## src/include/proc_settings.svh

```systemverilog
// proc sizing and encoding constants shared by the pipeline and its testbench
`ifndef PROC_SETTINGS_SVH
`define PROC_SETTINGS_SVH

// Datapath and instruction word width
`define PROC_DATA_W 16

`define PROC_NUM_REGS 8  // r0 reads as zero

// Words per loaded program, PC wraps at this depth
`define PROC_IMEM_DEPTH 16

// Word-addressed data memory
`define PROC_DMEM_DEPTH 256

// HALT encoding in instruction bits 15..12
`define PROC_OP_HALT 4'hD

`endif

```

## src/proc_pkg.sv

```systemverilog
// proc shared types: opcode encoding and the packed pipeline stage registers
`default_nettype none
`include "proc_settings.svh"

package proc_pkg;

  localparam int DataW  = `PROC_DATA_W;
  localparam int RegW   = $clog2(`PROC_NUM_REGS);
  localparam int ImemAw = $clog2(`PROC_IMEM_DEPTH);
  localparam int DmemAw = $clog2(`PROC_DMEM_DEPTH);

  typedef logic [DataW-1:0] dataT;
  typedef logic [RegW-1:0]  regIdxT;

  localparam regIdxT LinkReg = regIdxT'(`PROC_NUM_REGS - 1);  // JAL target r7

  // Codes 14 and 15 are left illegal
  typedef enum logic [3:0] {
    opNop  = 4'd0,
    opAdd  = 4'd1,
    opSub  = 4'd2,
    opAnd  = 4'd3,
    opOr   = 4'd4,
    opXor  = 4'd5,
    opAddi = 4'd6,
    opLd   = 4'd7,
    opSt   = 4'd8,
    opBeqz = 4'd9,
    opBnez = 4'd10,
    opJ    = 4'd11,
    opJal  = 4'd12,
    opHalt = `PROC_OP_HALT
  } opcodeT;

  typedef struct packed {
    logic   valid;
    dataT   pc;
    dataT   instr;
  } ifIdT;

  typedef struct packed {
    logic   valid;
    opcodeT op;
    regIdxT rd;
    logic   regWrite;
    dataT   a;      // rs value
    dataT   b;      // rt value, or rd value for ST
    dataT   imm;
    dataT   pc;
  } idExT;

  typedef struct packed {
    logic   valid;
    opcodeT op;
    regIdxT rd;
    logic   regWrite;
    dataT   result;     // ALU value, address or link
    dataT   storeData;
  } exMemT;

  typedef struct packed {
    logic   valid;
    regIdxT rd;
    logic   regWrite;
    dataT   data;       // Final writeback value
    logic   isHalt;
  } memWbT;

  // Source registers read by the instruction in IF/ID
  typedef struct packed {
    regIdxT rs;
    regIdxT rt;
    logic   usesRs;
    logic   usesRt;
  } srcUseT;

  typedef struct packed {
    logic   valid;
    logic   regWrite;
    regIdxT rd;
  } destT;

endpackage

`default_nettype wire
```

## src/executeInstruction.sv

```systemverilog
// proc execute stage: ALU, branch and jump resolution, and the EX/MEM register
`timescale 1ns/1ps
`default_nettype none

module executeInstruction import proc_pkg::*; (
  input  wire logic clk,
  input  wire logic rst,
  input  wire idExT idEx,
  output exMemT     exMem,
  output destT      exMemDest,
  output logic      redirect,
  output dataT      redirectPc
);

  dataT aluOut;
  dataT linkPc;
  logic taken;

  assign linkPc = idEx.pc + 1'b1;

  always_comb begin
    case (idEx.op)
      opAdd:              aluOut = idEx.a + idEx.b;
      opSub:              aluOut = idEx.a - idEx.b;
      opAnd:              aluOut = idEx.a & idEx.b;
      opOr:               aluOut = idEx.a | idEx.b;
      opXor:              aluOut = idEx.a ^ idEx.b;
      opAddi, opLd, opSt: aluOut = idEx.a + idEx.imm;  // Also the memory address
      opJal:              aluOut = linkPc;
      default:            aluOut = '0;
    endcase
  end

  // Branches test operand a only
  always_comb begin
    case (idEx.op)
      opBeqz:     taken = (idEx.a == '0);
      opBnez:     taken = (idEx.a != '0);
      opJ, opJal: taken = 1'b1;
      default:    taken = 1'b0;
    endcase
  end

  // Predict not taken, so any taken control transfer redirects
  assign redirect   = idEx.valid && taken;
  assign redirectPc = linkPc + idEx.imm;

  always_ff @(posedge clk) begin
    if (rst) begin
      exMem.valid <= 1'b0;
    end else begin
      exMem.valid <= idEx.valid;
    end
    exMem.op        <= idEx.op;
    exMem.rd        <= idEx.rd;
    exMem.regWrite  <= idEx.regWrite;
    exMem.result    <= aluOut;
    exMem.storeData <= idEx.b;
  end

  assign exMemDest = '{valid: exMem.valid, regWrite: exMem.regWrite, rd: exMem.rd};

endmodule

`default_nettype wire

```

## config.mk

```make
export PLATFORM = sky130hd
export DESIGN_NAME = executeInstruction
export DESIGN_NICKNAME = d
export VERILOG_FILES = /design/src/proc_pkg.sv /design/src/executeInstruction.sv
export VERILOG_INCLUDE_DIRS = /design/src /design/src/include
export SDC_FILE = /design/constraint.sdc
export NUM_CORES = 1
export LEC_CHECK = 0
export ABC_AREA = 0
export BUFFER_PORTS_ARGS = -buffer_cell sky130_fd_sc_hd__buf_4
export CORE_ASPECT_RATIO = 1.4
export CORE_MARGIN = 4
export CORE_UTILIZATION = 40
export CTS_CLUSTER_SIZE = 20
export DETAILED_ROUTE_END_ITERATION = 6
export HOLD_SLACK_MARGIN = 0.1
export PLACE_DENSITY = 0.64
export SKIP_LAST_GASP = 1
export SLEW_MARGIN = 20
export SYNTH_ARGS = -nofsm -noshare
export SYNTH_HDL_FRONTEND = slang
export SYNTH_SLANG_ARGS = --single-unit
```

## constraint.sdc

```tcl
create_clock -name clk -period 4.3 [get_ports clk]
set_clock_uncertainty 0.15 [all_clocks]
set_input_delay 0.645 -clock clk [delete_from_list [all_inputs] [get_ports clk]]
set_output_delay 0.645 -clock clk [all_outputs]
set_load 0.02 [all_outputs]
```

==> flow_summary_export.csv <==
group,metric,value,unit
die,die-area,12400,sq um
clocking,numCtsBuffers,5,
clocking,clk_path_buf_depth,2,
cells_and_area,fin_util,54.2,%
global_routing,grt_max_degree,20,
timing,setup_viol,0,
synthesis,syn-num-nets,662,
worst_setup_path,start_kind,"primary input",
die,core_area,10400,sq um
cells_and_area,drive_gt1_share,27.7,%
placed_design,dp_hpwl,12400,um
die,fp.dieH,130,um
drt,wirelength,15200,um
placed_design,gp_congestion,0.975,
run,maxCapViolCount,0,
placed_design,placedInstanceArea,5440,sq um
drt,vias_per_cell,5.75,
synthesis,synth_top_family_by_area,"compound AO/OA/AOI/OAI gates",
clocking,clk_pin_slew_worst_paths,0.06,ns
synthesis,synthesis.area,4250,sq um
power,p_leak,2.69,nW
synthesis,ys_ff_latch,41,
synthesis,synth_cell_types,65,
placed_design,dp.cells,786,
timing,relSlewSlack,50.3,%
worst_setup_path,required,3.50,ns
timing,worst_pin_slew,0.745,ns
synthesis,synth.avg_cell_area,8.22,sq um
synthesis,syn_inst,517,
cells_and_area,multiInputGateArea,3180,sq um
synthesis,synth_fa_ha_area_share,21.0,%
cells_and_area,largest_reg_flops,41,
cells_and_area,n_antenna_cell,0,
cells_and_area,regMostFlops,"exMem",
cells_and_area,fillers,976,
die,die_w,95.1,um
clocking,cts_sinks,41,
synthesis,yosysSeqAreaShare,19.3,%
global_routing,antenna_found_initial,0,
synthesis,synthFlopType,"dfxtp_1",
synthesis,synth-compound-area-share,26.7,%
global_routing,grt_pass1_vias,4526,
worst_setup_path,worstSetupEndpointType,"output port",
clocking,cts-root-buf,"clkbuf_16",
timing,min_period,4.13,ns
global_routing,grtUsageTotal,24.4,%
drt,drc,0,
worst_setup_path,worstSetupPathType,"in2out",
drt,firstDrtPassIters,5,
die,floorplan.initialDensity,40.9,%
drt,ant_nets,0,
clocking,cts_tree,"yes",
cells_and_area,nNetsFinal,801,
placed_design,port_buffers,137,
synthesis,synthSimpleGateAreaFrac,19.3,%
cells_and_area,design_area,5640,sq um
power,ir_drop,0.132,mV
clocking,h-tree-depth,2,
timing,hold_ws,0.306,ns
synthesis,synth-edff-count,0,
power,powerDensity,290,nW/um^2
timing,clock.fmax,242,MHz
cells_and_area,synthToLayoutAreaGrowth,32.7,%
worst_setup_path,critPathMaxFanout,4,
global_routing,grt_pass1_wl,23100,um
synthesis,synth_xor_area_share,7.21,%
timing,rsz0062_at_grt,"true",
worst_setup_path,crit_arrival,3.33,ns
run_status,outcome,"completed",
die,io_pins,138,
timing,fin_crit_sh,95.9,%
global_routing,grt_overflow,0,
synthesis,yosysWarnings,0,
timing,finalMaxSlewViolations,0,
cells_and_area,regArea,821,sq um
synthesis,synthArstFlopShare,0,%
timing,hold_viol_final,0,
cells_and_area,reg_top3,"exMem: 41 flops",
drt,wire_per_inst,19.1,um
die,num_rows,44,
drt,drt-initial-drc-count,186,
cells_and_area,fin_cells,795,
drt,vias,4573,
synthesis,synth.area.mux_share,0.235,%
min_path,hp-class,"in2reg",
[worst paths after layout]
check | slack, ns | to | cells past startpoint | from
worst max-delay path | 0.17 | redirectPc[15] | 13 | idEx[0]
worst min-delay path | 0.31 | exMem[35] | 1 | idEx[67]
[worst max-delay path, cell delays in order]
cell       delay (ns)
buf_4            0.09
ha_1             0.17
nand3_1          0.17
or3_1            0.39
xnor2_2          0.16
ha_1             0.33
a2111oi_1        0.40
o21ai_1          0.15
a31oi_1          0.23
nand3b_1         0.15
a31o_2           0.16
xnor2_1          0.11
buf_4            0.16
[cells in the mapped netlist (all sizes together), types with 2 or more instances]
cell type	instances	area, sq um
and4	2	17.5
nand4	7	50.1
xnor2	23	201
a2111oi	3	26.3
clkbuf	9	33.8
nor4	10	108
and3b	2	17.5
nand3	8	40.0
ha	68	851
nor3	21	115
o21ai	44	224
a31oi	3	18.8
fa	2	40.0
a211o	2	17.5
or3b	4	35.0
nand2	38	143
inv	41	154
a221oi	12	105
or3	4	25.0
a21o	12	90.1
a22oi	2	15.0
o221ai	2	17.5
a32o	2	20.0
dfxtp	41	821
and3	8	50.1
a21oi	31	159
a32oi	4	35.0
nor2b	5	31.3
or2	3	18.8
o21a	10	75.1
a221o	12	121
a211oi	7	57.6
o211ai	3	22.5
xor2	12	105
buf	11	80.1
nor2	26	103
o31ai	6	45.0
[repair_timing]
action,CTS,global route
endpoints found under the setup margin,0,4
resized for setup,0,7
hold buffers,0,0
buffers inserted,0,1
[cell type report]
class	count	share of cell area, %
multi-input combinational	415	56.4
inverter	41	2.73
tap	138	3.06
sequential	41	14.5
timing repair buffer	152	20.2
clock inverter	3	0.820
clock buffer	5	2.22
[cells in the final DEF, fill, tap and decap left out, types with 4 or more instances in the layout]
master / count
a21oi_1: 30
and3_1: 8
or3_1: 4
inv_1: 41
a221o_1: 11
a32oi_1: 4
a211oi_1: 6
o21ai_0: 41
a21o_1: 12
nand3_1: 8
xnor2_1: 22
dfxtp_1: 41
nor3_1: 18
xor2_1: 12
o31ai_1: 6
nor2_1: 24
ha_1: 68
nor4_1: 7
nand2_1: 38
clkbuf_16: 5
o21a_1: 10
buf_4: 152
nand4_1: 6
a221oi_1: 12
nor2b_1: 5
[metal layers]
layer | wire [um] | GRT usage [%] | up-vias
li1 | - | - | 2201
met1 | 5530 | 26.8 | 2101
met2 | 7710 | 43.5 | 209
met3 | 959 | 3.69 | 62
met4 | 959 | 14.4 | 0
met5 | 0 | 0 | -
[kinds of logic after synthesis]
group | after synthesis
AOI/OAI and AO/OA | 165
xor gates and xnor gates | 35
adders and majority gates | 70
buffers and inverters | 61
DFF | 41
muxes | 1
and+or+nand+nor | 144
[metrics by stage]
stage | power [mW] | setup WS (ns) | TNS (ns)
2_1_floorplan | 0.875 | 0.491 | 0
3_3_place_gp | 1.18 | 0.148 | 0
3_5_place_dp | 1.19 | 0.0601 | 0
4_1_cts | 1.64 | 0.0573 | 0
5_1_grt | 1.73 | -0.0314 | -0.0314
6_report | 1.63 | 0.174 | 0
[power breakdown]
part / internal [mW] / leakage, nW / total (mW) / switching [mW]
clock network: 0.275 / 0.0800 / 0.447 / 0.171
registers: 0.419 / 0.344 / 0.431 / 0.0113
logic: 0.328 / 2.26 / 0.757 / 0.429
total: 1.02 / 2.69 / 1.63 / 0.612
(Power assumes the default switching activity.)
