`config.mk`:
```
export PLATFORM = sky130hd
export DESIGN_NAME = hazardDetector
export DESIGN_NICKNAME = d
export VERILOG_FILES = /design/src/proc_pkg.sv /design/src/hazardDetector.sv
export VERILOG_INCLUDE_DIRS = /design/src /design/src/include
export SDC_FILE = /design/constraint.sdc
export NUM_CORES = 1
export LEC_CHECK = 0
export BUFFER_PORTS_ARGS = -buffer_cell sky130_fd_sc_hd__buf_2
export CELL_PAD_IN_SITES_DETAIL_PLACEMENT = 0
export CELL_PAD_IN_SITES_GLOBAL_PLACEMENT = 1
export CORE_AREA = 2 2 39 41
export DETAILED_ROUTE_END_ITERATION = 12
export DIE_AREA = 0 0 41 43
export PLACE_DENSITY_LB_ADDON = 0.1
export REMOVE_ABC_BUFFERS = 1
export SYNTH_ARGS = -nofsm -noshare
export SYNTH_HDL_FRONTEND = slang
export SYNTH_SLANG_ARGS = --single-unit
export TNS_END_PERCENT = 50
```
`constraint.sdc`:
```
create_clock -name vclk -period 0.9
set_input_delay 0.09 -clock vclk [all_inputs]
set_output_delay 0.09 -clock vclk [all_outputs]
set_load 0.03 [all_outputs]
```
`src/include/proc_settings.svh`:
```
// proc sizing and encoding constants shared by the pipeline and its testbench
`ifndef PROC_SETTINGS_SVH
`define PROC_SETTINGS_SVH

// Datapath and instruction word width
`define PROC_DATA_W 16

`define PROC_NUM_REGS 8  // r0 reads as zero

// Words per loaded program, PC wraps at this depth
`define PROC_IMEM_DEPTH 16

// Word-addressed data memory
`define PROC_DMEM_DEPTH 256

// HALT encoding in instruction bits 15..12
`define PROC_OP_HALT 4'hD

`endif

```
`src/proc_pkg.sv`:
```
// proc shared types: opcode encoding and the packed pipeline stage registers
`default_nettype none
`include "proc_settings.svh"

package proc_pkg;

  localparam int DataW  = `PROC_DATA_W;
  localparam int RegW   = $clog2(`PROC_NUM_REGS);
  localparam int ImemAw = $clog2(`PROC_IMEM_DEPTH);
  localparam int DmemAw = $clog2(`PROC_DMEM_DEPTH);

  typedef logic [DataW-1:0] dataT;
  typedef logic [RegW-1:0]  regIdxT;

  localparam regIdxT LinkReg = regIdxT'(`PROC_NUM_REGS - 1);  // JAL target r7

  // Codes 14 and 15 are left illegal
  typedef enum logic [3:0] {
    opNop  = 4'd0,
    opAdd  = 4'd1,
    opSub  = 4'd2,
    opAnd  = 4'd3,
    opOr   = 4'd4,
    opXor  = 4'd5,
    opAddi = 4'd6,
    opLd   = 4'd7,
    opSt   = 4'd8,
    opBeqz = 4'd9,
    opBnez = 4'd10,
    opJ    = 4'd11,
    opJal  = 4'd12,
    opHalt = `PROC_OP_HALT
  } opcodeT;

  typedef struct packed {
    logic   valid;
    dataT   pc;
    dataT   instr;
  } ifIdT;

  typedef struct packed {
    logic   valid;
    opcodeT op;
    regIdxT rd;
    logic   regWrite;
    dataT   a;      // rs value
    dataT   b;      // rt value, or rd value for ST
    dataT   imm;
    dataT   pc;
  } idExT;

  typedef struct packed {
    logic   valid;
    opcodeT op;
    regIdxT rd;
    logic   regWrite;
    dataT   result;     // ALU value, address or link
    dataT   storeData;
  } exMemT;

  typedef struct packed {
    logic   valid;
    regIdxT rd;
    logic   regWrite;
    dataT   data;       // Final writeback value
    logic   isHalt;
  } memWbT;

  // Source registers read by the instruction in IF/ID
  typedef struct packed {
    regIdxT rs;
    regIdxT rt;
    logic   usesRs;
    logic   usesRt;
  } srcUseT;

  typedef struct packed {
    logic   valid;
    logic   regWrite;
    regIdxT rd;
  } destT;

endpackage

`default_nettype wire
```
`src/hazardDetector.sv`:
```
// proc interlock: stalls decode on read-after-write against ID/EX and EX/MEM
`timescale 1ns/1ps
`default_nettype none

module hazardDetector import proc_pkg::*; (
  input  wire srcUseT srcUse,
  input  wire destT   idExDest,
  input  wire destT   exMemDest,
  output logic        stall
);

  logic rsHit;
  logic rtHit;

  // r0 never creates a dependence
  function automatic logic hitsDest(input regIdxT src, input destT dest);
    return dest.valid && dest.regWrite && (src != '0) && (src == dest.rd);
  endfunction

  // MEM/WB is covered by register file write-through
  assign rsHit = srcUse.usesRs &&
                 (hitsDest(srcUse.rs, idExDest) || hitsDest(srcUse.rs, exMemDest));

  assign rtHit = srcUse.usesRt &&
                 (hitsDest(srcUse.rt, idExDest) || hitsDest(srcUse.rt, exMemDest));

  assign stall = rsHit || rtHit;

endmodule

`default_nettype wire

```
==> results of run 1 <==
[through the flow]
stage / area, um2 / hold WS, ps
floorplan: 198.9 / 422.3
global placement: 351.6 / 637.8
detailed placement: 351.6 / 638.4
CTS: 397.9 / 629.2
global route: 446.7 / 653.9
finish: 446.7 / 627.6
[per-layer routing]
layer	GRT usage (%)	vias up	routed length, um
li1	-	154	-
met1	10.76	127	310
met2	15.94	15	352
met3	0	0	78
met4	0	0	0
met5	0	-	0
[path summary, 6_finish.rpt]
check	cells past startpoint	slack, ps	end
setup / recovery	6	-160	stall
hold / removal	4	630	stall
[placed cells by master, fill, tap and decap left out]
cell type / synthesis / routed
a21oi_1: 1 / 1
nand2_1: 3 / 3
buf_8: 0 / 3
o21ai_1: 1 / 1
buf_4: 0 / 9
nand3_1: 1 / 1
nor4_2: 0 / 2
buf_2: 0 / 13
o211ai_2: 1 / 1
xor2_1: 7 / 5
buf_6: 0 / 2
a211o_1: 1 / 1
nor2_1: 1 / 1
xnor2_1: 3 / 3
o31a_1: 2 / 2
nand4_1: 2 / 2
nor3b_2: 1 / 1
o21ai_0: 1 / 1
xor2_2: 0 / 2
[area by class of cell]
| cell class | instances | area share [%] |
|---|---|---|
| multi-input combinational | 27 | 50.70 |
| timing repair buffer | 27 | 44.82 |
| tap | 16 | 4.482 |
[worst max-delay path: cells and delay by family]
kind            cells  cell delay, ps
compound gates      2             360
xor+xnor            1             150
buf+inv             3             380
[kinds of logic (layout without fill, tap and decap cells)]
| group | after synthesis | after routing | share of synthesized area [%] |
|---|---|---|---|
| AOI/OAI and AO/OA | 7 | 7 | 27.04 |
| xor gates and xnor gates | 10 | 10 | 44.03 |
| buffers and inverters | 0 | 27 | 0 |
| and+or+nand+nor | 10 | 10 | 28.92 |
[report_power, final]
group          internal, mW  switching (mW)  total, mW
clock network             0               0          0
logic                 0.111          0.0807      0.192
registers                 0               0          0
total                 0.111          0.0807      0.192
[timing repair]
action	in CTS	in global routing
setup buffers	2	1
setup endpoints to repair	1	1
gates resized for setup	10	8
pin swaps	3	5
cloned	0	0
==> flow_summary.toml, run 1 <==
[final_layout]
nNetsFinal = 74
seq_area_um2 = 0
drive_gt1_share_pct = 61.11
nFlopsAndLatches = 0
stdcell_count = 70
nClkBuffers = 0
multi_input_area_um2 = 226.5
fill_cells = 152
syn_to_final_growth_pct = 124.5
final_core_util_pct = 32.28
insertedDiodeCount = 0

[floorplan]
coreArea_um2 = 1384
dieArea_um2 = 1763
ios = 19
start_util_pct = 14.38
die_w_um = 41
die_h_um = 43
rows = 14

[synth]
synth_top_area_share_pct = 30.82
synth_common_cells = "xor2_1, nand2_1, xnor2_1"
syn_avg_cell_area_um2 = 7.368
synth_most_common_cell = "xor2_1"
postSynthCellCount = 27
ys_warn_count = 0
syn_area_um2 = 198.9
synth_top_area_cell = "xor2_1"
synth-seq-area-share_pct = 0
synth.area.top_cells = "xor2_1, xnor2_1, o31a_1"
yosysUniqueCellTypes = 14

[routing]
postRouteAntennaNets = 0
wirelength_um = 742
viasPerCell = 4.229
firstDrtPassIters = 2
drc = 0
drtIter0Drc = 1
via_count = 296
routedWlPerCell_um = 10.60

[placed_design]
post-place-ws_ps = -274.0
numPortBuffers = 19
place_inst = 67
dp_hpwl_um = 659.3
gp_congestion = 0.6014

[global_routing]
grtUsageTotal_pct = 8.492
grt_pass1_vias = 287
grt_pass1_wl_um = 1104
grt_max_degree = 5
antenna_found_initial = 0
overflow = 0

[sta]
tns_ps = -160.8
slew_headroom_pct = 86.97
slew_viol_final = 0
max_clock_freq_mhz = 942.6
period_share_pct = 117.9
hold_viol = 0
rsz0062_at_grt = "yes"
worst_pin_slew_ps = 193.9
period_needed_ps = 1061
setup_slack_ps = -160.8
setup_viol = 1

[power_and_ir_drop]
p_total_mw = 0.1915
powerDensity_nw_per_um2 = 428.7
max-vdd-ir-drop_mv = 0.1569
p_leak_nw = 0.1977

[setup_path]
slowest_stage = "a211o_1"
worst_path_largest_cell_delay_ps = 280
critical_path_class = "in2out"
end_kind = "primary output"
crit_chain = "buf_8 > buf_4 > xor2_1 > a211o_1 > o211ai_2 > buf_6"
worstPathArrival_ps = 970
required_ps = 810
critical_path.startpoint_type = "primary input"
crit_start = "exMemDest[2]"
crit_fanout = 2

[run_status]
outcome = "complete, but fails checks"
violations = "setup timing"

[cts]
ctsHoldBuffers = 0

[job]
max-cap-violations = 0

[worst_hold_path]
worstHoldPathType = "in2out"
hp-start = "srcUse[0]"
(Power assumes the default switching activity.)
==> run 2: changes to the inputs <==
--- a/config.mk
+++ b/config.mk
@@ -6,6 +6,7 @@
 export SDC_FILE = /design/constraint.sdc
 export NUM_CORES = 1
 export LEC_CHECK = 0
+export ABC_AREA = 1
 export BUFFER_PORTS_ARGS = -buffer_cell sky130_fd_sc_hd__buf_2
 export CELL_PAD_IN_SITES_DETAIL_PLACEMENT = 0
 export CELL_PAD_IN_SITES_GLOBAL_PLACEMENT = 1
==> run 2 against run 1 <==
  * The flow now finishes without violations
  * Power up 26%
  * Clock-buffer cell count did not move
  * Flip-flop and latch count unchanged
  * Utilization grew 9.2 points
  * Critical path type unchanged
  * Setup slack improved by 180 ps
==> flow_summary.toml, run 2 <==
[routing]
drc = 0
drtIter0Drc = 0
firstDrtPassIters = 1
wirelength_um = 877
via_count = 429
viasPerCell = 4.047
routedWlPerCell_um = 8.274
postRouteAntennaNets = 0

[run_status]
outcome = "finished, final reports clean"

[setup_path]
required_ps = 810
worstPathArrival_ps = 790
crit_start = "idExDest[2]"
critical_path.startpoint_type = "primary input"
critical_path_class = "in2out"
setup.worst_path.end = "stall"
end_kind = "primary output"
crit_fanout = 3

[sta]
slew_viol_final = 0
worst_pin_slew_ps = 175.7
slew_headroom_pct = 88.21
max_clock_freq_mhz = 1132
period_needed_ps = 883.6
rsz0062_at_grt = "yes"
hold_viol = 0
holdWs_ps = 484.2
setup_viol = 0
period_share_pct = 98.18

[cts]
ctsHoldBuffers = 0

[synth]
synth_simple_gate_area_share_pct = 69.06
synth_common_cells = "nand2_1, inv_1, nor2_1, inv_2"
synth_top_area_cell = "nand2_1"
synthMuxAreaShare_pct = 0
synth_compound_area_share_pct = 7.623
synth_top_family_by_area = "simple AND/OR/NAND/NOR gates"
syn_area_um2 = 279.0
synth_top_area_share_pct = 43.05
syn_avg_cell_area_um2 = 4.103
synthXorXnorAreaFrac_pct = 3.139
synth-seq-area-share_pct = 0
ys_warn_count = 0
synth.area.top_cells = "nand2_1, inv_1, nor2_1"
yosysUniqueCellTypes = 11
synth_most_common_cell = "nand2_1"
synthAdderAreaFrac_pct = 0
postSynthCellCount = 68

[final_layout]
fill_cells = 156
drive_gt1_share_pct = 53.33
nClkBuffers = 0
syn_to_final_growth_pct = 105.8
stdcell_count = 106
nNetsFinal = 110
final_common_cell = "nand2_1"
final_cell_mix = "nand2_1, inv_2, nand2_2, nor2_1, buf_6"
nFlopsAndLatches = 0
seq_area_um2 = 0
insertedDiodeCount = 0

[floorplan]
start_util_pct = 20.16
die_w_um = 41
dieArea_um2 = 1763
rows = 14
die_h_um = 43
ios = 19
coreArea_um2 = 1384

[global_routing]
overflow = 0
grtUsageTotal_pct = 10.59
grt_pass1_vias = 366
grt_max_degree = 6
grt_pass1_wl_um = 1359
antenna_found_initial = 0

[power_and_ir_drop]
p_leak_nw = 0.3269
max-vdd-ir-drop_mv = 0.1574
powerDensity_nw_per_um2 = 420.7
p_total_mw = 0.2416

[placed_design]
place_inst = 105
dp_hpwl_um = 764.8
numPortBuffers = 19
gp_congestion = 0.7193

[job]
max-cap-violations = 0

[worst_hold_path]
worstHoldPathType = "in2out"
## run 2: cell count changes after synthesis, moves of 3 or more
cell / before / now
nand2_1: 3 / 32
inv_1: 0 / 12
nor2_1: 1 / 12
xor2_1: 7 / 0
inv_2: 0 / 3
## run 2: what timing repair did
item	4_1_cts	5_1_grt
gates cloned	0	0
pin swaps	13	22
gates resized for setup	22	30
buffers inserted	1	0
endpoints found under the setup margin	1	1
## run 2: kinds of logic (layout without fill, tap and decap cells)
group / Yosys count / count (layout)
XOR/XNOR: 1 / 1
AO/OA/AOI/OAI: 4 / 4
AND/OR/NAND/NOR: 48 / 48
buffers and inverters: 15 / 37
## run 2: metal layers
layer  vias to the layer above  GRT usage (%)  routed length [um]
met1                       177          12.97                 361
li1                        242              -                   -
met5                         -              0                   0
met2                        10          20.31                 476
met3                         0              0                  39
met4                         0              0                   0
## run 2: layout make-up
type                            instances  area (um2)  area share (%)
Timing Repair Buffer                   22       227.7           39.65
Inverter                               15       68.82           11.98
Tap cell                               16       20.02           3.486
Multi-Input combinational cell         53       257.7           44.88
## run 2: critical path: stages
cell	delay, ps
buf_2	120
xnor2_1	190
nand3_2	90
nand2_2	70
nand2_1	40
nand2_1	60
buf_6	130
## run 2: worst min-delay path by stage
| stage | from | to | slack (ps) | cells after the start |
|---|---|---|---|---|
| final | srcUse[0] | stall | 480 | 4 |
| after global routing | srcUse[0] | stall | 510 | 4 |
| after CTS | srcUse[0] | stall | 490 | 4 |
| after detailed placement | srcUse[0] | stall | 530 | 4 |
| after global placement | srcUse[0] | stall | 520 | 4 |
| after floorplan | srcUse[0] | stall | 400 | 2 |
## run 2: report_power, final
| group | leakage [nW] | internal (mW) | total, mW | switching, mW |
|---|---|---|---|---|
| clock | 0 | 0 | 0 | 0 |
| combinational | 0.327 | 0.133 | 0.242 | 0.109 |
| sequential | 0 | 0 | 0 | 0 |
| total | 0.327 | 0.133 | 0.242 | 0.109 |
## run 2: per-stage QoR
step	worst slack [ps]	util, %	setup TNS [ps]	instance area, um2
after floorplan	124.1	-	0	279.0
after global placement	-92.73	29.57	-92.73	409.1
after detailed placement	-94.31	29.57	-94.31	409.1
after CTS	-16.06	35.44	-16.06	490.5
after global routing	-76.87	41.50	-76.87	574.3
final	16.41	41.50	0	574.3
