### src/include/proc_settings.svh
// proc sizing and encoding constants shared by the pipeline and its testbench
`ifndef PROC_SETTINGS_SVH
`define PROC_SETTINGS_SVH

// Datapath and instruction word width
`define PROC_DATA_W 16

`define PROC_NUM_REGS 8  // r0 reads as zero

// Words per loaded program, PC wraps at this depth
`define PROC_IMEM_DEPTH 16

// Word-addressed data memory
`define PROC_DMEM_DEPTH 256

// HALT encoding in instruction bits 15..12
`define PROC_OP_HALT 4'hD

`endif

### src/proc_pkg.sv
// proc shared types: opcode encoding and the packed pipeline stage registers
`default_nettype none
`include "proc_settings.svh"

package proc_pkg;

  localparam int DataW  = `PROC_DATA_W;
  localparam int RegW   = $clog2(`PROC_NUM_REGS);
  localparam int ImemAw = $clog2(`PROC_IMEM_DEPTH);
  localparam int DmemAw = $clog2(`PROC_DMEM_DEPTH);

  typedef logic [DataW-1:0] dataT;
  typedef logic [RegW-1:0]  regIdxT;

  localparam regIdxT LinkReg = regIdxT'(`PROC_NUM_REGS - 1);  // JAL target r7

  // Codes 14 and 15 are left illegal
  typedef enum logic [3:0] {
    opNop  = 4'd0,
    opAdd  = 4'd1,
    opSub  = 4'd2,
    opAnd  = 4'd3,
    opOr   = 4'd4,
    opXor  = 4'd5,
    opAddi = 4'd6,
    opLd   = 4'd7,
    opSt   = 4'd8,
    opBeqz = 4'd9,
    opBnez = 4'd10,
    opJ    = 4'd11,
    opJal  = 4'd12,
    opHalt = `PROC_OP_HALT
  } opcodeT;

  typedef struct packed {
    logic   valid;
    dataT   pc;
    dataT   instr;
  } ifIdT;

  typedef struct packed {
    logic   valid;
    opcodeT op;
    regIdxT rd;
    logic   regWrite;
    dataT   a;      // rs value
    dataT   b;      // rt value, or rd value for ST
    dataT   imm;
    dataT   pc;
  } idExT;

  typedef struct packed {
    logic   valid;
    opcodeT op;
    regIdxT rd;
    logic   regWrite;
    dataT   result;     // ALU value, address or link
    dataT   storeData;
  } exMemT;

  typedef struct packed {
    logic   valid;
    regIdxT rd;
    logic   regWrite;
    dataT   data;       // Final writeback value
    logic   isHalt;
  } memWbT;

  // Source registers read by the instruction in IF/ID
  typedef struct packed {
    regIdxT rs;
    regIdxT rt;
    logic   usesRs;
    logic   usesRt;
  } srcUseT;

  typedef struct packed {
    logic   valid;
    logic   regWrite;
    regIdxT rd;
  } destT;

endpackage

`default_nettype wire
### src/fetchInstruction.sv
// proc fetch stage: PC register, loadable instruction memory and the IF/ID register
`timescale 1ns/1ps
`default_nettype none
`include "proc_settings.svh"

module fetchInstruction import proc_pkg::*; (
  input  wire logic              clk,
  input  wire logic              rst,
  input  wire logic              stall,
  input  wire logic              halting,
  input  wire logic              redirect,
  input  wire dataT              redirectPc,
  input  wire logic              imemWrEn,
  input  wire logic [ImemAw-1:0] imemAddr,
  input  wire dataT              imemData,
  output ifIdT                   ifId
);

  dataT              imem [`PROC_IMEM_DEPTH];
  logic [ImemAw-1:0] pc;  // Wraps with the program size
  dataT              instrWord;

  assign instrWord = imem[pc];

  // Program load port, only driven while in reset
  always_ff @(posedge clk) begin
    if (imemWrEn) imem[imemAddr] <= imemData;
  end

  always_ff @(posedge clk) begin
    if (rst) begin
      pc         <= '0;
      ifId.valid <= 1'b0;
    end else if (redirect) begin
      pc         <= redirectPc[ImemAw-1:0];
      ifId.valid <= 1'b0;  // Kill the wrong-path word
    end else if (halting) begin
      ifId.valid <= 1'b0;
    end else if (!stall) begin
      pc         <= pc + 1'b1;
      ifId.valid <= 1'b1;
      ifId.pc    <= dataT'(pc);
      ifId.instr <= instrWord;
    end
  end

endmodule

`default_nettype wire

### config.mk
export PLATFORM = sky130hd
export DESIGN_NAME = fetchInstruction
export DESIGN_NICKNAME = d
export VERILOG_FILES = /design/src/proc_pkg.sv /design/src/fetchInstruction.sv
export VERILOG_INCLUDE_DIRS = /design/src /design/src/include
export SDC_FILE = /design/constraint.sdc
export NUM_CORES = 1
export LEC_CHECK = 0
export BUFFER_PORTS_ARGS = -buffer_cell sky130_fd_sc_hd__buf_2
export CAP_MARGIN = 20
export CORE_MARGIN = 4
export CORE_UTILIZATION = 30
export CTS_CLUSTER_SIZE = 12
export DETAILED_ROUTE_END_ITERATION = 8
export GPL_ROUTABILITY_DRIVEN = 0
export RECOVER_POWER = 50
export SLEW_MARGIN = 40
export SYNTH_ARGS = -nofsm -noshare
export SYNTH_HDL_FRONTEND = slang
export SYNTH_SLANG_ARGS = --single-unit
### constraint.sdc
create_clock -name clk -period 3.37 [get_ports clk]
set_input_delay 0.5055 -clock clk [delete_from_list [all_inputs] [get_ports clk]]
set_output_delay 0.5055 -clock clk [all_outputs]
set_load 0.05 [all_outputs]
==> impl_metrics.env, run 1 <==
export IMPL_status="complete, no violations"
export IMPL_root_buffer="clkbuf_16"
export IMPL_drive_gt1_share_pct=27.18
export IMPL_required_ps=3620
export IMPL_netlist_area_um2=10620
export IMPL_via_count=5028
export IMPL_finalCritPeriodShare_pct=65.94
export IMPL_core_area_um2=34710
export IMPL_layout_commonest_cell="edfxtp_1"
export IMPL_yosys_warnings=0
export IMPL_finalHoldViolCount=0
export IMPL_whs_ps=231.9
export IMPL_setup_violations_final=0
export IMPL_synth_edf_count=276
export IMPL_first_iter_violations=456
export IMPL_portBuffers=50
export IMPL_nNetsFinal=603
export IMPL_ctsHoldBuffers=0
export IMPL_multi_input_area_um2=2082
export IMPL_min_path_type="input pin to register"
export IMPL_leakage_nw=3.784
export IMPL_cts_tree="yes"
export IMPL_clkSinkCount=281
export IMPL_totalWireLength_mm=22.84
export IMPL_cap_viol_max_count=0
export IMPL_ys_seq_area_share_pct=78.97
export IMPL_dr_pass1_iters=5
export IMPL_dpl_hpwl_mm=13.62
export IMPL_initial_core_util_pct=30.60
export IMPL_netlist_cell_type_count=32
export IMPL_diodes=0
export IMPL_grt_first_pass_wirelength_mm=33.89
export IMPL_path_class="register to register"
export IMPL_slowest_stage="dfxtp_4"
export IMPL_report_final_slew_viol_count=0
export IMPL_min_period_ps=2222
export IMPL_min_delay_start="redirect"
export IMPL_synth_top_flop_cell="edfxtp_1"
export IMPL_rrSetupSlack_ps=1150
export IMPL_wl_per_cell_um=22.20
export IMPL_cts_setup_buffers=0
export IMPL_clk_latency_ps=520
export IMPL_areaGrowthSynthToFinish_pct=15.28
export IMPL_fin_ws_ps=1148
export IMPL_end_kind="register"
export IMPL_critical_path_top_delay_family="flip-flops"
export IMPL_mostFrequentLayoutCells="edfxtp_1, mux4_2, clkbuf_1, a22oi_1, buf_2"
export IMPL_path_cells="buf_12 -> mux4_2 -> a22oi_1 -> nand2_1"
export IMPL_grtUsageTotal_pct=11.73
export IMPL_synth_seq_cells=281
export IMPL_die_x_um=196.2
export IMPL_critPathBufInv=1
export IMPL_rsz0062_at_grt="false"
export IMPL_synth_area_per_cell_um2=22.31
export IMPL_peakVddDrop_mv=0.3487
export IMPL_cts_inserted_buffers=27
export IMPL_cp_startpoint="pc[0]"
export IMPL_rows=68
export IMPL_ios=75
export IMPL_drtAntennaViolNets=0
export IMPL_dieArea_um2=38480
export IMPL_grt_ovfl_total=0
export IMPL_setup_tns_ps=0
export IMPL_grt_max_degree=28
export IMPL_reg2regPathDepth=4
export IMPL_routed_via_density=4.886
export IMPL_clk_path_buf_depth=3
export IMPL_fillers=3224
export IMPL_worst_pin_slew_ps=1325
export IMPL_setup_worst_path_start_class="register"
export IMPL_relSlewSlack_pct=11.66
export IMPL_crit_arrival_ps=2470
export IMPL_finClkSkew_ps=7.654
export IMPL_cp_num_cells=4
export IMPL_p_per_area_nw_per_um2=574.8
export IMPL_drc_errors=0
export IMPL_htreeDepth=1
export IMPL_cts_resized_gates=0
export IMPL_clkSlewWorstSetupHoldPaths_ps=60
export IMPL_cp_max_fo=26
export IMPL_antenna_found_initial=0
export IMPL_clock_fmax_mhz=450.0
export IMPL_regArea_um2=8393
export IMPL_worstSetupEndpoint="ifId[9]"
export IMPL_max_stage_delay_ps=710
export IMPL_synthArstFlopShare_pct=0
export IMPL_reg2reg_to="ifId[9]"
export IMPL_pre_cts_ws_ps=1096
export IMPL_grt_pass1_vias=5261
export IMPL_syn_inst=476
export IMPL_die_y_um=196.2
export IMPL_r2r_start="pc[0]"
==> synthesized netlist by cell type (2+ instances only) <==
master / count / area share [%]
mux4_2: 64 / 14
buf_1: 3 / 0.11
a22oi_1: 32 / 2.3
nand2_1: 18 / 0.64
buf_2: 8 / 0.38
a311oi_1: 2 / 0.16
nand2b_1: 2 / 0.12
nor2b_1: 2 / 0.12
a211oi_1: 2 / 0.14
edfxtp_1: 276 / 78
clkbuf_1: 6 / 0.21
nand3b_1: 2 / 0.14
xnor2_1: 2 / 0.16
buf_4: 14 / 0.99
dfxtp_1: 5 / 0.94
nor3_1: 4 / 0.19
nor2_1: 18 / 0.64
inv_1: 2 / 0.071
==> worst reg2reg max path: stages, from the launching register on <==
cell and delay [ps]:
dfxtp_4 710, buf_12 330, mux4_2 560, a22oi_1 230, nand2_1 120
==> worst min-delay path by stage <==
stage                           to  cells past startpoint
after floorplan           ifId[16]                      0
after global placement    ifId[32]                      2
after detailed placement  ifId[32]                      2
after CTS                 ifId[32]                      2
after global routing      ifId[32]                      2
final                     ifId[32]                      2
==> logic make-up after synthesis <==
kind of cell | Yosys count | share of synthesized area [%]
AOI/OAI and AO/OA | 39 | 2.768
xor gates and xnor gates | 2 | 0.1649
adders and majority gates | 1 | 0.1178
buffers and inverters | 35 | 2.050
DFF | 281 | 78.97
and+or+nand+nor | 53 | 2.321
muxes | 64 | 13.57
other | 1 | 0.03531
==> where the power goes <==
group	switching, mW	total [mW]	leakage (nW)	internal [mW]
Sequential	0.0472	3.97	2.54	3.92
Combinational	0.271	0.454	0.895	0.183
Clock	1.14	2.61	0.352	1.47
==> stage by stage <==
step                util [%]  instances  area (µm²)  power [mW]
floorplan                  -        487       10660       4.340
global placement       33.26        986       11550       4.483
detailed placement     33.26        986       11550       4.507
CTS                    35.38       1029       12280       7.112
global route           35.27       1029       12240       7.294
finish                 35.27       1029       12240       7.038
==> routing by layer <==
layer	global-route usage [%]	vias up	part of all wire, %
li1	-	2139	-
met1	16.94	2661	45
met4	2.095	0	1.8
met3	2.542	40	6.9
met2	18.67	188	46
met5	0	-	0
==> sequential cells by signal (all words and copies together), names as in the netlist <==
signal  count
imem      256
ifId       21
pc          4
==> layout make-up <==
class	count	area share, %
sequential	281	68.55
multi-input combinational	171	17.00
clock buffer	42	5.978
tap	455	4.650
timing repair buffer	77	3.730
inverter	2	0.06131
clock inverter	1	0.03066
Power figures use the tool's default switching activity.
==> inputs of run 2 (changes only) <==
- clock period: 3.37 -> 2 ns (I/O delays scaled with it)
==> impl_metrics.env, run 2 (synthesis gave the netlist of run 1 again) <==
export IMPL_core_area_um2=34710
export IMPL_dp_cells=991
export IMPL_initial_core_util_pct=30.60
export IMPL_root_buffer="clkbuf_16"
export IMPL_wl_per_cell_um=22.27
export IMPL_clkSinkCount=281
export IMPL_crit_arrival_ps=2160
export IMPL_design_area_um2=12430
export IMPL_postPlaceCellArea_um2=11710
export IMPL_min_period_ps=1883
export IMPL_peakVddDrop_mv=0.6152
export IMPL_layout_commonest_cell="edfxtp_1"
export IMPL_diodes=0
export IMPL_final_cells=1031
export IMPL_first_iter_violations=438
export IMPL_die_y_um=196.2
export IMPL_cts_inserted_buffers=28
export IMPL_cp_max_fo=9
export IMPL_status="complete, no violations"
export IMPL_grt_max_degree=29
export IMPL_whs_ps=35.67
export IMPL_path_class="register to register"
export IMPL_cp_startpoint="pc[0]"
export IMPL_mostFrequentLayoutCells="edfxtp_1, mux4_2, a22oi_1, buf_2, clkbuf_16"
export IMPL_largest_register="imem"
export IMPL_totalWireLength_mm=22.96
export IMPL_drive_gt1_share_pct=30.38
export IMPL_fin_ws_ps=117.2
export IMPL_end_kind="register"
export IMPL_clk_latency_ps=530
export IMPL_rows=68
export IMPL_grtUsageTotal_pct=11.85
export IMPL_clock_fmax_mhz=531.1
export IMPL_nNetsFinal=610
export IMPL_top_regs="imem x256, ifId x21, pc x4"
export IMPL_cts_tree="yes"
export IMPL_report_final_slew_viol_count=0
export IMPL_dr_pass1_iters=5
export IMPL_htreeDepth=1
export IMPL_largest_register_ffs=256
export IMPL_antenna_found_initial=1
export IMPL_dpl_hpwl_mm=13.41
export IMPL_finalHoldViolCount=0
export IMPL_finClkSkew_ps=10.40
export IMPL_drc_errors=0
export IMPL_pre_cts_ws_ps=71.66
export IMPL_reg2regPathDepth=4
export IMPL_clk_path_buf_depth=3
export IMPL_rrSetupSlack_ps=120
export IMPL_areaGrowthSynthToFinish_pct=17.02
export IMPL_portBuffers=50
export IMPL_cap_viol_max_count=0
export IMPL_dieArea_um2=38480
export IMPL_setup_worst_path_start_class="register"
export IMPL_leakage_nw=3.876
export IMPL_reg2reg_to="ifId[8]"
export IMPL_routed_via_density=4.843
export IMPL_setup_tns_ps=0
export IMPL_clkSlewWorstSetupHoldPaths_ps=60
export IMPL_r2r_start="pc[0]"
export IMPL_grt_first_pass_wirelength_mm=34.04
export IMPL_worstSetupEndpoint="ifId[8]"
export IMPL_setup_violations_final=0
export IMPL_min_path_type="input pin to register"
export IMPL_rsz0062_at_grt="false"
export IMPL_die_x_um=196.2
export IMPL_via_count=4993
export IMPL_worst_pin_slew_ps=1437
export IMPL_grt_pass1_vias=5308
export IMPL_grt_ovfl_total=0
export IMPL_relSlewSlack_pct=4.206
export IMPL_p_per_area_nw_per_um2=967.1
export IMPL_cts_setup_buffers=0
export IMPL_required_ps=2270
export IMPL_drtAntennaViolNets=0
export IMPL_ios=75
export IMPL_finalCritPeriodShare_pct=94.14
==> run 2: cell type report <==
cell class	instances	area, µm²
fill	3188	22280
clock inverter	4	21.27
inverter	2	7.507
timing repair buffer	83	576.8
sequential	281	8393
clock buffer	35	748.2
multi-input combinational	171	2113
tap	455	569.3
==> run 2: through the flow <==
stage                     total power [mW]  utilization (%)
after floorplan                      7.313                -
after global placement               7.579            33.72
after detailed placement             7.620            33.72
after CTS                            12.15            35.97
after global routing                 12.48            35.81
final                                12.02            35.81
==> run 2: power breakdown <==
part	switching [mW]	internal (mW)	leakage, nW	total (mW)
registers	0.0446	6.61	2.54	6.66
clock network	1.95	2.59	0.376	4.54
logic	0.490	0.334	0.963	0.825
==> run 2: worst min-delay path by stage <==
stage | end | from | slack [ps] | depth (start not counted)
finish | pc[0] | rst | 40 | 2
global route | pc[0] | rst | 50 | 2
CTS | pc[0] | rst | 10 | 2
detailed placement | ifId[32] | ifId[32] | 470 | 2
global placement | ifId[32] | ifId[32] | 460 | 2
floorplan | pc[1] | rst | 370 | 1
==> run 2: layer usage <==
layer  vias to the layer above  track usage [%]  routed length (µm)
li1                       2146                -                   -
met1                      2626            17.31               10410
met2                       184            18.64               10710
met3                        35            2.198                1364
met4                         2            2.664                 461
met5                         -                0                  13
==> run 2: worst max-delay path: stages (launching register included) <==
cell and delay, ps:
dfxtp_4 480, buf_4 280, mux4_2 520, a22oi_1 270, nand2_1 80
==> run 2: timing repair <==
| action | in CTS | in global routing |
|---|---|---|
| endpoints found under the hold margin | 1 | 0 |
| hold buffers | 1 | 0 |
| resized for setup | 0 | 0 |
