<file path="src/include/proc_settings.svh">
// proc sizing and encoding constants shared by the pipeline and its testbench
`ifndef PROC_SETTINGS_SVH
`define PROC_SETTINGS_SVH

// Datapath and instruction word width
`define PROC_DATA_W 16

`define PROC_NUM_REGS 8  // r0 reads as zero

// Words per loaded program, PC wraps at this depth
`define PROC_IMEM_DEPTH 16

// Word-addressed data memory
`define PROC_DMEM_DEPTH 256

// HALT encoding in instruction bits 15..12
`define PROC_OP_HALT 4'hD

`endif

</file>
<file path="src/proc_pkg.sv">
// proc shared types: opcode encoding and the packed pipeline stage registers
`default_nettype none
`include "proc_settings.svh"

package proc_pkg;

  localparam int DataW  = `PROC_DATA_W;
  localparam int RegW   = $clog2(`PROC_NUM_REGS);
  localparam int ImemAw = $clog2(`PROC_IMEM_DEPTH);
  localparam int DmemAw = $clog2(`PROC_DMEM_DEPTH);

  typedef logic [DataW-1:0] dataT;
  typedef logic [RegW-1:0]  regIdxT;

  localparam regIdxT LinkReg = regIdxT'(`PROC_NUM_REGS - 1);  // JAL target r7

  // Codes 14 and 15 are left illegal
  typedef enum logic [3:0] {
    opNop  = 4'd0,
    opAdd  = 4'd1,
    opSub  = 4'd2,
    opAnd  = 4'd3,
    opOr   = 4'd4,
    opXor  = 4'd5,
    opAddi = 4'd6,
    opLd   = 4'd7,
    opSt   = 4'd8,
    opBeqz = 4'd9,
    opBnez = 4'd10,
    opJ    = 4'd11,
    opJal  = 4'd12,
    opHalt = `PROC_OP_HALT
  } opcodeT;

  typedef struct packed {
    logic   valid;
    dataT   pc;
    dataT   instr;
  } ifIdT;

  typedef struct packed {
    logic   valid;
    opcodeT op;
    regIdxT rd;
    logic   regWrite;
    dataT   a;      // rs value
    dataT   b;      // rt value, or rd value for ST
    dataT   imm;
    dataT   pc;
  } idExT;

  typedef struct packed {
    logic   valid;
    opcodeT op;
    regIdxT rd;
    logic   regWrite;
    dataT   result;     // ALU value, address or link
    dataT   storeData;
  } exMemT;

  typedef struct packed {
    logic   valid;
    regIdxT rd;
    logic   regWrite;
    dataT   data;       // Final writeback value
    logic   isHalt;
  } memWbT;

  // Source registers read by the instruction in IF/ID
  typedef struct packed {
    regIdxT rs;
    regIdxT rt;
    logic   usesRs;
    logic   usesRt;
  } srcUseT;

  typedef struct packed {
    logic   valid;
    logic   regWrite;
    regIdxT rd;
  } destT;

endpackage

`default_nettype wire
</file>
<file path="src/decodeInstruction.sv">
// proc decode stage: control decode, register file, immediates and the ID/EX register
`timescale 1ns/1ps
`default_nettype none
`include "proc_settings.svh"

module decodeInstruction import proc_pkg::*; (
  input  wire logic  clk,
  input  wire logic  rst,
  input  wire ifIdT  ifId,
  input  wire logic  stall,
  input  wire logic  redirect,
  input  wire memWbT memWb,
  output idExT       idEx,
  output srcUseT     srcUse,
  output destT       idExDest,
  output logic       halting,
  output logic       err
);

  dataT   regs [`PROC_NUM_REGS];
  opcodeT op;
  regIdxT rdField, rsField, rtField, srcB, destRd;
  logic   usesRs, usesRt, writesReg, illegal;
  logic   moveOn;
  dataT   opA, opB, immExt;

  assign op      = opcodeT'(ifId.instr[15:12]);
  assign rdField = ifId.instr[11:9];
  assign rsField = ifId.instr[8:6];
  assign rtField = ifId.instr[5:3];
  assign srcB    = (op == opSt) ? rdField : rtField;  // ST reads its data from rd
  assign destRd  = (op == opJal) ? LinkReg : rdField;

  always_comb begin
    usesRs    = 1'b0;
    usesRt    = 1'b0;
    writesReg = 1'b0;
    illegal   = 1'b0;
    case (op)
      opNop, opHalt, opJ: illegal = 1'b0;
      opAdd, opSub, opAnd, opOr, opXor: begin
        usesRs    = 1'b1;
        usesRt    = 1'b1;
        writesReg = 1'b1;
      end
      opAddi, opLd: begin
        usesRs    = 1'b1;
        writesReg = 1'b1;
      end
      opSt: begin
        usesRs = 1'b1;
        usesRt = 1'b1;
      end
      opBeqz, opBnez: usesRs = 1'b1;
      opJal:          writesReg = 1'b1;
      default:        illegal = 1'b1;
    endcase
  end

  // J and JAL carry a 12-bit offset, everything else 6 bits
  assign immExt = (op == opJ || op == opJal) ?
                  {{(DataW-12){ifId.instr[11]}}, ifId.instr[11:0]} :
                  {{(DataW-6){ifId.instr[5]}}, ifId.instr[5:0]};

  // Write-through read so MEM/WB results are seen in the same cycle
  function automatic dataT readReg(input regIdxT idx);
    if (idx == '0) return '0;
    if (memWb.valid && memWb.regWrite && memWb.rd == idx) return memWb.data;
    return regs[idx];
  endfunction

  always_comb begin
    opA = readReg(rsField);
    opB = readReg(srcB);
  end

  always_ff @(posedge clk) begin
    if (rst) begin
      for (int i = 0; i < `PROC_NUM_REGS; i++) regs[i] <= '0;
    end else if (memWb.valid && memWb.regWrite && memWb.rd != '0) begin
      regs[memWb.rd] <= memWb.data;
    end
  end

  assign srcUse = '{rs: rsField, rt: srcB,
                    usesRs: usesRs && ifId.valid, usesRt: usesRt && ifId.valid};

  // Instruction leaves decode this cycle
  assign moveOn = ifId.valid && !stall && !redirect && !halting;

  always_ff @(posedge clk) begin
    if (rst) begin
      idEx.valid <= 1'b0;
      halting    <= 1'b0;
      err        <= 1'b0;
    end else begin
      idEx.valid <= moveOn && !illegal;  // Illegal words go on as bubbles
      if (moveOn && illegal) err <= 1'b1;
      if (moveOn && op == opHalt) halting <= 1'b1;
    end
    idEx.op       <= op;
    idEx.rd       <= destRd;
    idEx.regWrite <= writesReg;
    idEx.a        <= opA;
    idEx.b        <= opB;
    idEx.imm      <= immExt;
    idEx.pc       <= ifId.pc;
  end

  assign idExDest = '{valid: idEx.valid, regWrite: idEx.regWrite, rd: idEx.rd};

endmodule

`default_nettype wire

</file>
<file path="config.mk">
export PLATFORM = sky130hd
export DESIGN_NAME = decodeInstruction
export DESIGN_NICKNAME = d
export VERILOG_FILES = /design/src/proc_pkg.sv /design/src/decodeInstruction.sv
export VERILOG_INCLUDE_DIRS = /design/src /design/src/include
export SDC_FILE = /design/constraint.sdc
export NUM_CORES = 1
export LEC_CHECK = 0
export ABC_AREA = 1
export BUFFER_PORTS_ARGS = -buffer_cell sky130_fd_sc_hd__buf_2
export CORE_UTILIZATION = 25
export CTS_CLUSTER_DIAMETER = 30
export DETAILED_ROUTE_END_ITERATION = 8
export PLACE_DENSITY_LB_ADDON = 0.08
export SLEW_MARGIN = 20
export SYNTH_ARGS = -nofsm -noshare
export SYNTH_HDL_FRONTEND = slang
export SYNTH_SLANG_ARGS = --single-unit
</file>
<file path="constraint.sdc">
create_clock -name clk -period 2.35 [get_ports clk]
set_input_delay 0 -clock clk [delete_from_list [all_inputs] [get_ports clk]]
set_output_delay 0 -clock clk [all_outputs]
set_load 0.005 [all_outputs]
</file>
==> results.md, run 1 <==
- The most used flip-flop cell after synthesis is edfxtp_1.
- The number of failing setup endpoints in the final timing report is 0.
- The clock buffer count from CTS is 17.
- The footprint of the multi-input gates is 3450 um^2.
- The clock drives 199 sinks.
- The die footprint is 38900 um^2.
- The number of antenna-violating nets in the routed design is 0.
- Leaving out filler cells and counting taps, the final layout contains 1845.
- Based on the critical path, the design can be clocked at up to 500 MHz.
- Routability-driven placement finished with a final weighted congestion of 0.877.
- Summing all placed instances gives a cell area of 11000 um^2.
- STA classifies the critical path startpoint as a primary input.
- Input and output buffers added on the ports amount to 145.
- The area occupied by registers is 5270 um^2.
- The number of primary I/O pins is 147.
- From bottom edge to top edge, the die measures 197 um.
- The overall global routing resource usage is 18.3%.
- The clock root buffer is clkbuf_16.
- The synthesized netlist occupies a cell area of 9530 um^2.
- The data arrival time of the critical path is 2360 ps.
- Synthesis inferred 199 register bits.
- The final period utilization is 85.2%.
- Ranked by instance count, the synthesized netlist is headed by 179 x nand3_1, 179 x nor2_1, 147 x nand2_1.
- Once the clock tree was built, the resizer swapped 0 gates to a different size.
- The largest area contributor in the synthesized netlist is edfxtp_1.
- The largest stage delay on the critical path is 540 ps.
- TritonCTS built the clock tree.
- The average wire per cell in the routed design is 18.8 um.
- The H-tree was split into 4 levels.
- The total power density per cell area is 692 nW/um^2.
- The top cell type by area accounts for 40.3% of the synthesized area.
- The number of hold buffers added after CTS is 48.
- The leakage power summed over all cells is 5.37 nW.
- The number of max-cap violations is 0.
- The number of distinct library cells after synthesis is 30.
- Counting tap cells, the placed design contains a total of 1765 instances.
- The worst path required time is 2710 ps.
- The number of synthesized flops with an enable pin is 128.
- The starting density of the core is 25.4%.
- The setup path with the least slack is of type in2reg.
- At the pin with the least slew margin, the transition time is 535 ps.
- The core area is 37600 um^2.
- The initial antenna violation count is 0.
- The signal on the critical path passes through dlygate4sd3_1, buf_2, inv_1, nand2_1, nor2_1, nand2_1, nand2_4, inv_2, buf_12, nand3_1, nand3_1, nand2_1, nor2_1, nor2_1.
- The maximum clock skew at final layout is 12.9 ps.
- The net count of the finished layout is 1380.
- The largest net degree at the start of global routing is 72.
- The number of antenna cells inserted is 0.
- Sorting the synthesized cells by area gives the leading types as edfxtp_1 40%, dfxtp_1 15%, nand3_1 9.4%.
- The aggregate global routing overflow is 0.
- The number of filler instances in the final layout is 4053.
- In the final timing run, aggregate negative setup slack is 0 ps.
- The number of remaining DRC errors is 0.
- In the final layout, the share of cells above drive strength 1 is 18.6%.
- For this run, the number of Yosys warnings is 0.
- The longest clock path from root to sink contains 2 buffers.
- The async set or reset register ratio after synthesis is 0%.
- In the routed layout, each cell is associated on average with a via count of 4.56.
- The first global-routing pass estimated 51500 um of wire.
- Before antenna repair, the detailed router went through 5 iterations.
- The total number of placement rows is 71.
- The via count is 8405.
- The post-place setup slack is 442 ps.
- STA classifies the critical path endpoint as a flip-flop.
- The post-CTS setup buffer count is 0.
- The total count of hold-check failures in the final report is 0.
- The layout-stage area growth over the synthesis result is 26.1%.
- Measured along the x axis, the die boundary spans 197 um.
- The number of max-slew violations in the final report was 0.
- The cell count after synthesis came out at 1126.
- The clock slew seen by the registers of the worst setup and hold paths is 70 ps.
- Once layout is done, the placed cells without fillers occupy 12000 um^2.
- Together, buffers and inverters on the worst path number 5.
- The class of the most critical hold timing path is in2reg.
- The run finished with clean final reports.
- The cell type of the slowest stage on the worst timing path is dlygate4sd3_1.
- The number of DRC violations after detailed-routing iteration 0 is 719.
- The completed layout was analyzed and its total power is 8.32 mW.
- The kind of cell with the highest combined delay on the critical path is buffers and inverters.
- The wire-length estimate of the detail-placed layout is 23400 um.
- Setup repair after global routing left no endpoint under its margin.
- The detailed-route wire length is 34700 um.
- The maximum fanout along the worst path is 18.
- The worst-case IR drop observed on VDD is 0.000548 V.
- The average cell area after synthesis is 8.46 um^2.
- The minimum setup slack in the final design is 349 ps.
- Headroom to the max-slew limit came out at 64.2%.
- For this run, the register share of the synthesized area comes to 55.3%.
- At the later pin of the worst-skew pair, clock insertion delay measures 460 ps.
- The via count of the first global-routing pass was 8212.
- The minimum clock period after layout is 2000 ps.
## layout make-up
class,instances,share of cell area [%]
well taps,511,5.32
multi-input cells,739,28.7
flip-flops and latches,199,43.8
clock buffers,23,3.90
inverters,127,3.97
repair buffers,237,13.4
clock inverters,9,0.844
## state kept, by name, summed over array words and instances (netlist names)
name,cells
regs,128
idEx,69
err,1
halting,1
## kinds of logic (layout without fill, tap and decap cells)
logic type	count (synthesis)	after routing	share of synthesized area, %
AOI/OAI and AO/OA	198	198	11.0
buffers and inverters	203	396	9.11
DFF	199	199	55.3
other	1	16	0.0394
and+or+nand+nor	525	525	24.6
## cell usage in the layout (no fill, tap or decap), drive strengths merged
master	netlist	routed
a21oi	83	83
dfxtp	71	71
nor4	1	1
inv	125	125
o311ai	1	1
clkinv	2	6
o22ai	7	7
clkinvlp	0	3
nand3	182	182
nor2	184	184
nor3	1	1
bufinv	0	2
o21ai	104	104
dlygate4sd3	0	48
a31oi	3	3
clkbuf	24	23
buf	52	189
nand2	157	157
edfxtp	128	128
conb	1	16
## where the power goes
part           switching [mW]  leakage, nW  internal (mW)
logic                   0.810         3.28          0.464
registers              0.0996         1.82           3.97
clock network            1.35        0.271           1.62
## final timing paths
| path | startpoint | endpoint | slack (ps) | cells past startpoint |
|---|---|---|---|---|
| worst max-delay path | ifId[12] | idEx[34] | 350 | 14 |
| worst max register to register | regs[5][12] | idEx[60] | 680 | 7 |
| worst min register to register | err | err | 480 | 2 |
| worst min-delay path | rst | err | 10 | 3 |
## routing by layer
| metal | vias to the layer above | part of all wire (%) | GRT usage, % |
|---|---|---|---|
| met1 | 4016 | 48 | 24.6 |
| met4 | 0 | 2.0 | 5.68 |
| met3 | 42 | 3.9 | 2.92 |
| met2 | 248 | 47 | 30.0 |
| met5 | - | 0 | 0 |
| li1 | 4099 | - | - |
## per-stage QoR
step	utilization [%]	hold slack [ps]
finish	32.0	11.7
global route	32.0	27.4
CTS	32.0	2.95
detailed placement	29.2	104
global placement	29.2	102
floorplan	-	27.7
## tightest hold or removal path, stage by stage
cell and delay (ps):
buf_2 110, buf_4 210, nor2_1 110
No activity file was read; power rests on OpenSTA's default activity.
==> run 2: changes to the inputs <==
clock period = 2.41 ns   (was 2.35 ns; I/O delays follow)
==> run 2 against run 1 <==
Sequential cell count did not move; non-clock buffer count did not move; setup slack improved by 63 ps; power fell by 3.7%.
==> results.md, run 2 (synthesis results as in run 1) <==
- TritonCTS built the clock tree.
- The tool flagged a number of max-cap violations equal to 0.
- The minimum clock period after layout is 2000 ps.
- The clock slew seen by the registers of the worst setup and hold paths is 70 ps.
- The initial antenna violation count is 0.
- STA classifies the critical path startpoint as a primary input.
- Dividing the final minimum period by the clock period gives 82.9%.
- The number of max-slew violations in the final report is 0.
- On the critical path the largest part of the delay comes from simple AND/OR/NAND/NOR gates.
- The number of buffers and inverters on the critical path is 3.
- Setup repair after global routing left no endpoint under its margin.
- The total number of placement rows is 71.
- Sequential cells account for 49.6% of the total power.
- The class of the most critical hold timing path is in2reg.
- The aggregate global routing overflow is 0.
- The worst path required time is 2740 ps.
- The number of primary I/O pins is 147.
- In this run the static leakage power is 5.36 nW.
- The starting density of the core is 25.4%.
- The flow ran to the end, and the final reports show no timing, DRC or antenna violations.
- The largest net degree at the start of global routing is 37.
- No sink is reached through more buffers than the 2 on the longest clock path.
- Leaving out fill and tap cells, the most frequent cells in the layout are 179 x nor2_1, 179 x nand3_1, 147 x nand2_1.
- The top layer used by detailed routing is met4.
- In this run the clock root is driven by a clkbuf_16.
- The final worst hold slack is 17.3 ps.
- The flip-flop count of the largest register, all copies and words added is 128.
- In the global route stage, overall resource usage came out at 18.6%.
- The total power density per cell area is 670 nW/um^2.
- The origin of the critical flop-to-flop path is halting.
- The via count normalized by instance count is 4.54.
- At the pin with the least slew margin, the transition time is 505 ps.
- The wire length of the first global-routing pass is 51900 um.
- The via count of the first global-routing pass is 8036.
- After clock tree synthesis, the repair step resized 0 gates.
- In this run, the clock network consumes 35.0% of the power.
- Setup violations remaining at the end of the flow were counted as 0.
- The finished layout holds 1845 standard cells, fillers aside.
- The number of antenna-violating nets in the routed design is 0.
- The data arrival time of the critical path is 2330 ps.
- Setup slack on the worst reg-to-reg path comes out at 960 ps.
- The clock network latency to the later pin of the worst-skew pair is 460 ps.
- The port buffer count is 145.
- The number of antenna cells inserted is 0.
- Walking the worst path, the cells encountered are dlygate4sd3_1, buf_2, nor2_8, nand2_8, nand2_1, nand2_2, inv_2, nand3_2, nand2_1, a21oi_2.
- The total count of hold-check failures in the final report came to 0.
- In the final layout, the registers with the most flip-flops are regs: 128 flops, idEx: 69 flops.
- The dominant cell type by count on the critical path is nand2_1.
- The worst hold path begins at rst.
- The detailed router finished its first iteration with 579 violations.
- After detailed routing, the number of remaining DRC violations is 0.
- The maximum fanout along the worst path is 17.
- In the detailed route, the total length drawn on met3 is 1510 um.
- The critical path crosses 10 cells after its start point.
- The cell type of the slowest stage on the worst timing path is dlygate4sd3_1.
- In the final routing, the length of wire on met1 measures 16800 um.
- In this run the critical register-to-register path is captured at halting.
- The nature of the critical path endpoint is a flip-flop.
- The net switching power is 2.25 mW.
- The largest stage delay on the critical path is 540 ps.
- The die boundary width is 197 um.
- The headroom to the max-slew limit is 65.9%.
- The clock buffer count from CTS is 17.
- The final sum of negative setup slack is 0 ps.
- The critical path is of the in2reg type.
- The detailed-route wire length is 35200 um.
- The estimated wirelength of the detail-placed design is 23600 um.
- The register ranked first by flip-flop count is regs.
- Wire segments on met2 add up to 16500 um in the final route.
- In this run, placement finished with an instance count of 1766.
- The net count of the finished layout is 1380.
- The maximum clock skew at final layout is 9.30 ps.
- The core area is 37600 um^2.
- The post-CTS setup buffer count is 0.
- The die covers 38900 um^2.
- Derived from the worst setup path, the maximum achievable clock frequency is 500 MHz.
- Cells with a size suffix above 1 make up 18.8% of the layout.
- In this run the worst setup path begins at ifId[13].
- Across the VDD grid, the largest voltage drop is 0.000523 V.
- The most critical setup path has its endpoint at idEx[33].
- The H-tree generated during clock tree synthesis spans 4 levels.
- For the worst flop-to-flop path, the logic depth is 4.
- For this block, the via count after detailed routing is 8372.
- The layout-stage area growth over the synthesis result is 25.5%.
- In this run switching power makes up 28.1% of total power.
- The global placement routability congestion is 0.824.
- The clock net sink count is 199.
- The die is 197 um tall.
- The internal power of the cells totals 5.76 mW.
- The first-pass iteration count of the detailed router is 5.
- Combinational logic is responsible for 15.4% of the overall power.
- After filler insertion, the fill cell instance count of the layout stands at 4085.
- The average wire per cell in the routed design is 19.1 um.
## run 2: metrics by stage
stage	utilization [%]	power, mW	worst slack (ps)	cell area (um^2)
6_report	31.8	8.01	412	12000
5_1_grt	31.8	8.40	250	12000
4_1_cts	31.8	8.13	421	12000
3_5_place_dp	29.1	5.23	485	10900
3_3_place_gp	29.1	5.24	500	10900
2_1_floorplan	-	4.67	774	9580
## run 2: layer usage
| layer | global-route usage [%] | up-vias |
|---|---|---|
| li1 | - | 4094 |
| met1 | 25.1 | 4027 |
| met2 | 30.1 | 226 |
| met3 | 3.53 | 25 |
| met4 | 5.23 | 0 |
| met5 | 0 | - |
## run 2: worst min-delay path by stage
| stage | to | depth (start not counted) |
|---|---|---|
| detailed placement | idEx[9] | 1 |
| global placement | idEx[4] | 1 |
| floorplan | idEx[0] | 0 |
| finish | err | 3 |
| CTS | err | 3 |
| global route | err | 3 |
## run 2: worst reg2reg max path: stages (launching register included)
cell	delay, ps
dfxtp_1	340
nor4_1	260
dlygate4sd3_1	640
a21oi_1	80
nor2_1	80
## run 2: area by class of cell
type                            instances  area, um^2  area share, %
Clock buffer                           23         489           4.09
Clock inverter                          9        63.8          0.534
Inverter                              127         477           3.99
Multi-Input combinational cell        739        3450           28.9
Sequential cell                       199        5270           44.0
Tap cell                              511         639           5.35
Timing Repair Buffer                  237        1570           13.1
## run 2: what timing repair did
item	CTS	global route
hold buffers	47	0
endpoints found under the setup margin	0	0
endpoints found under the hold margin	55	0
## run 2: power groups by stage
stage	Sequential, mW	Clock (mW)	Combinational (mW)
2_1_floorplan	4.04	0	0.636
3_3_place_gp	4.05	0	1.19
3_5_place_dp	4.05	0	1.19
4_1_cts	3.97	2.90	1.25
5_1_grt	4.00	3.02	1.38
6_report	3.97	2.80	1.24
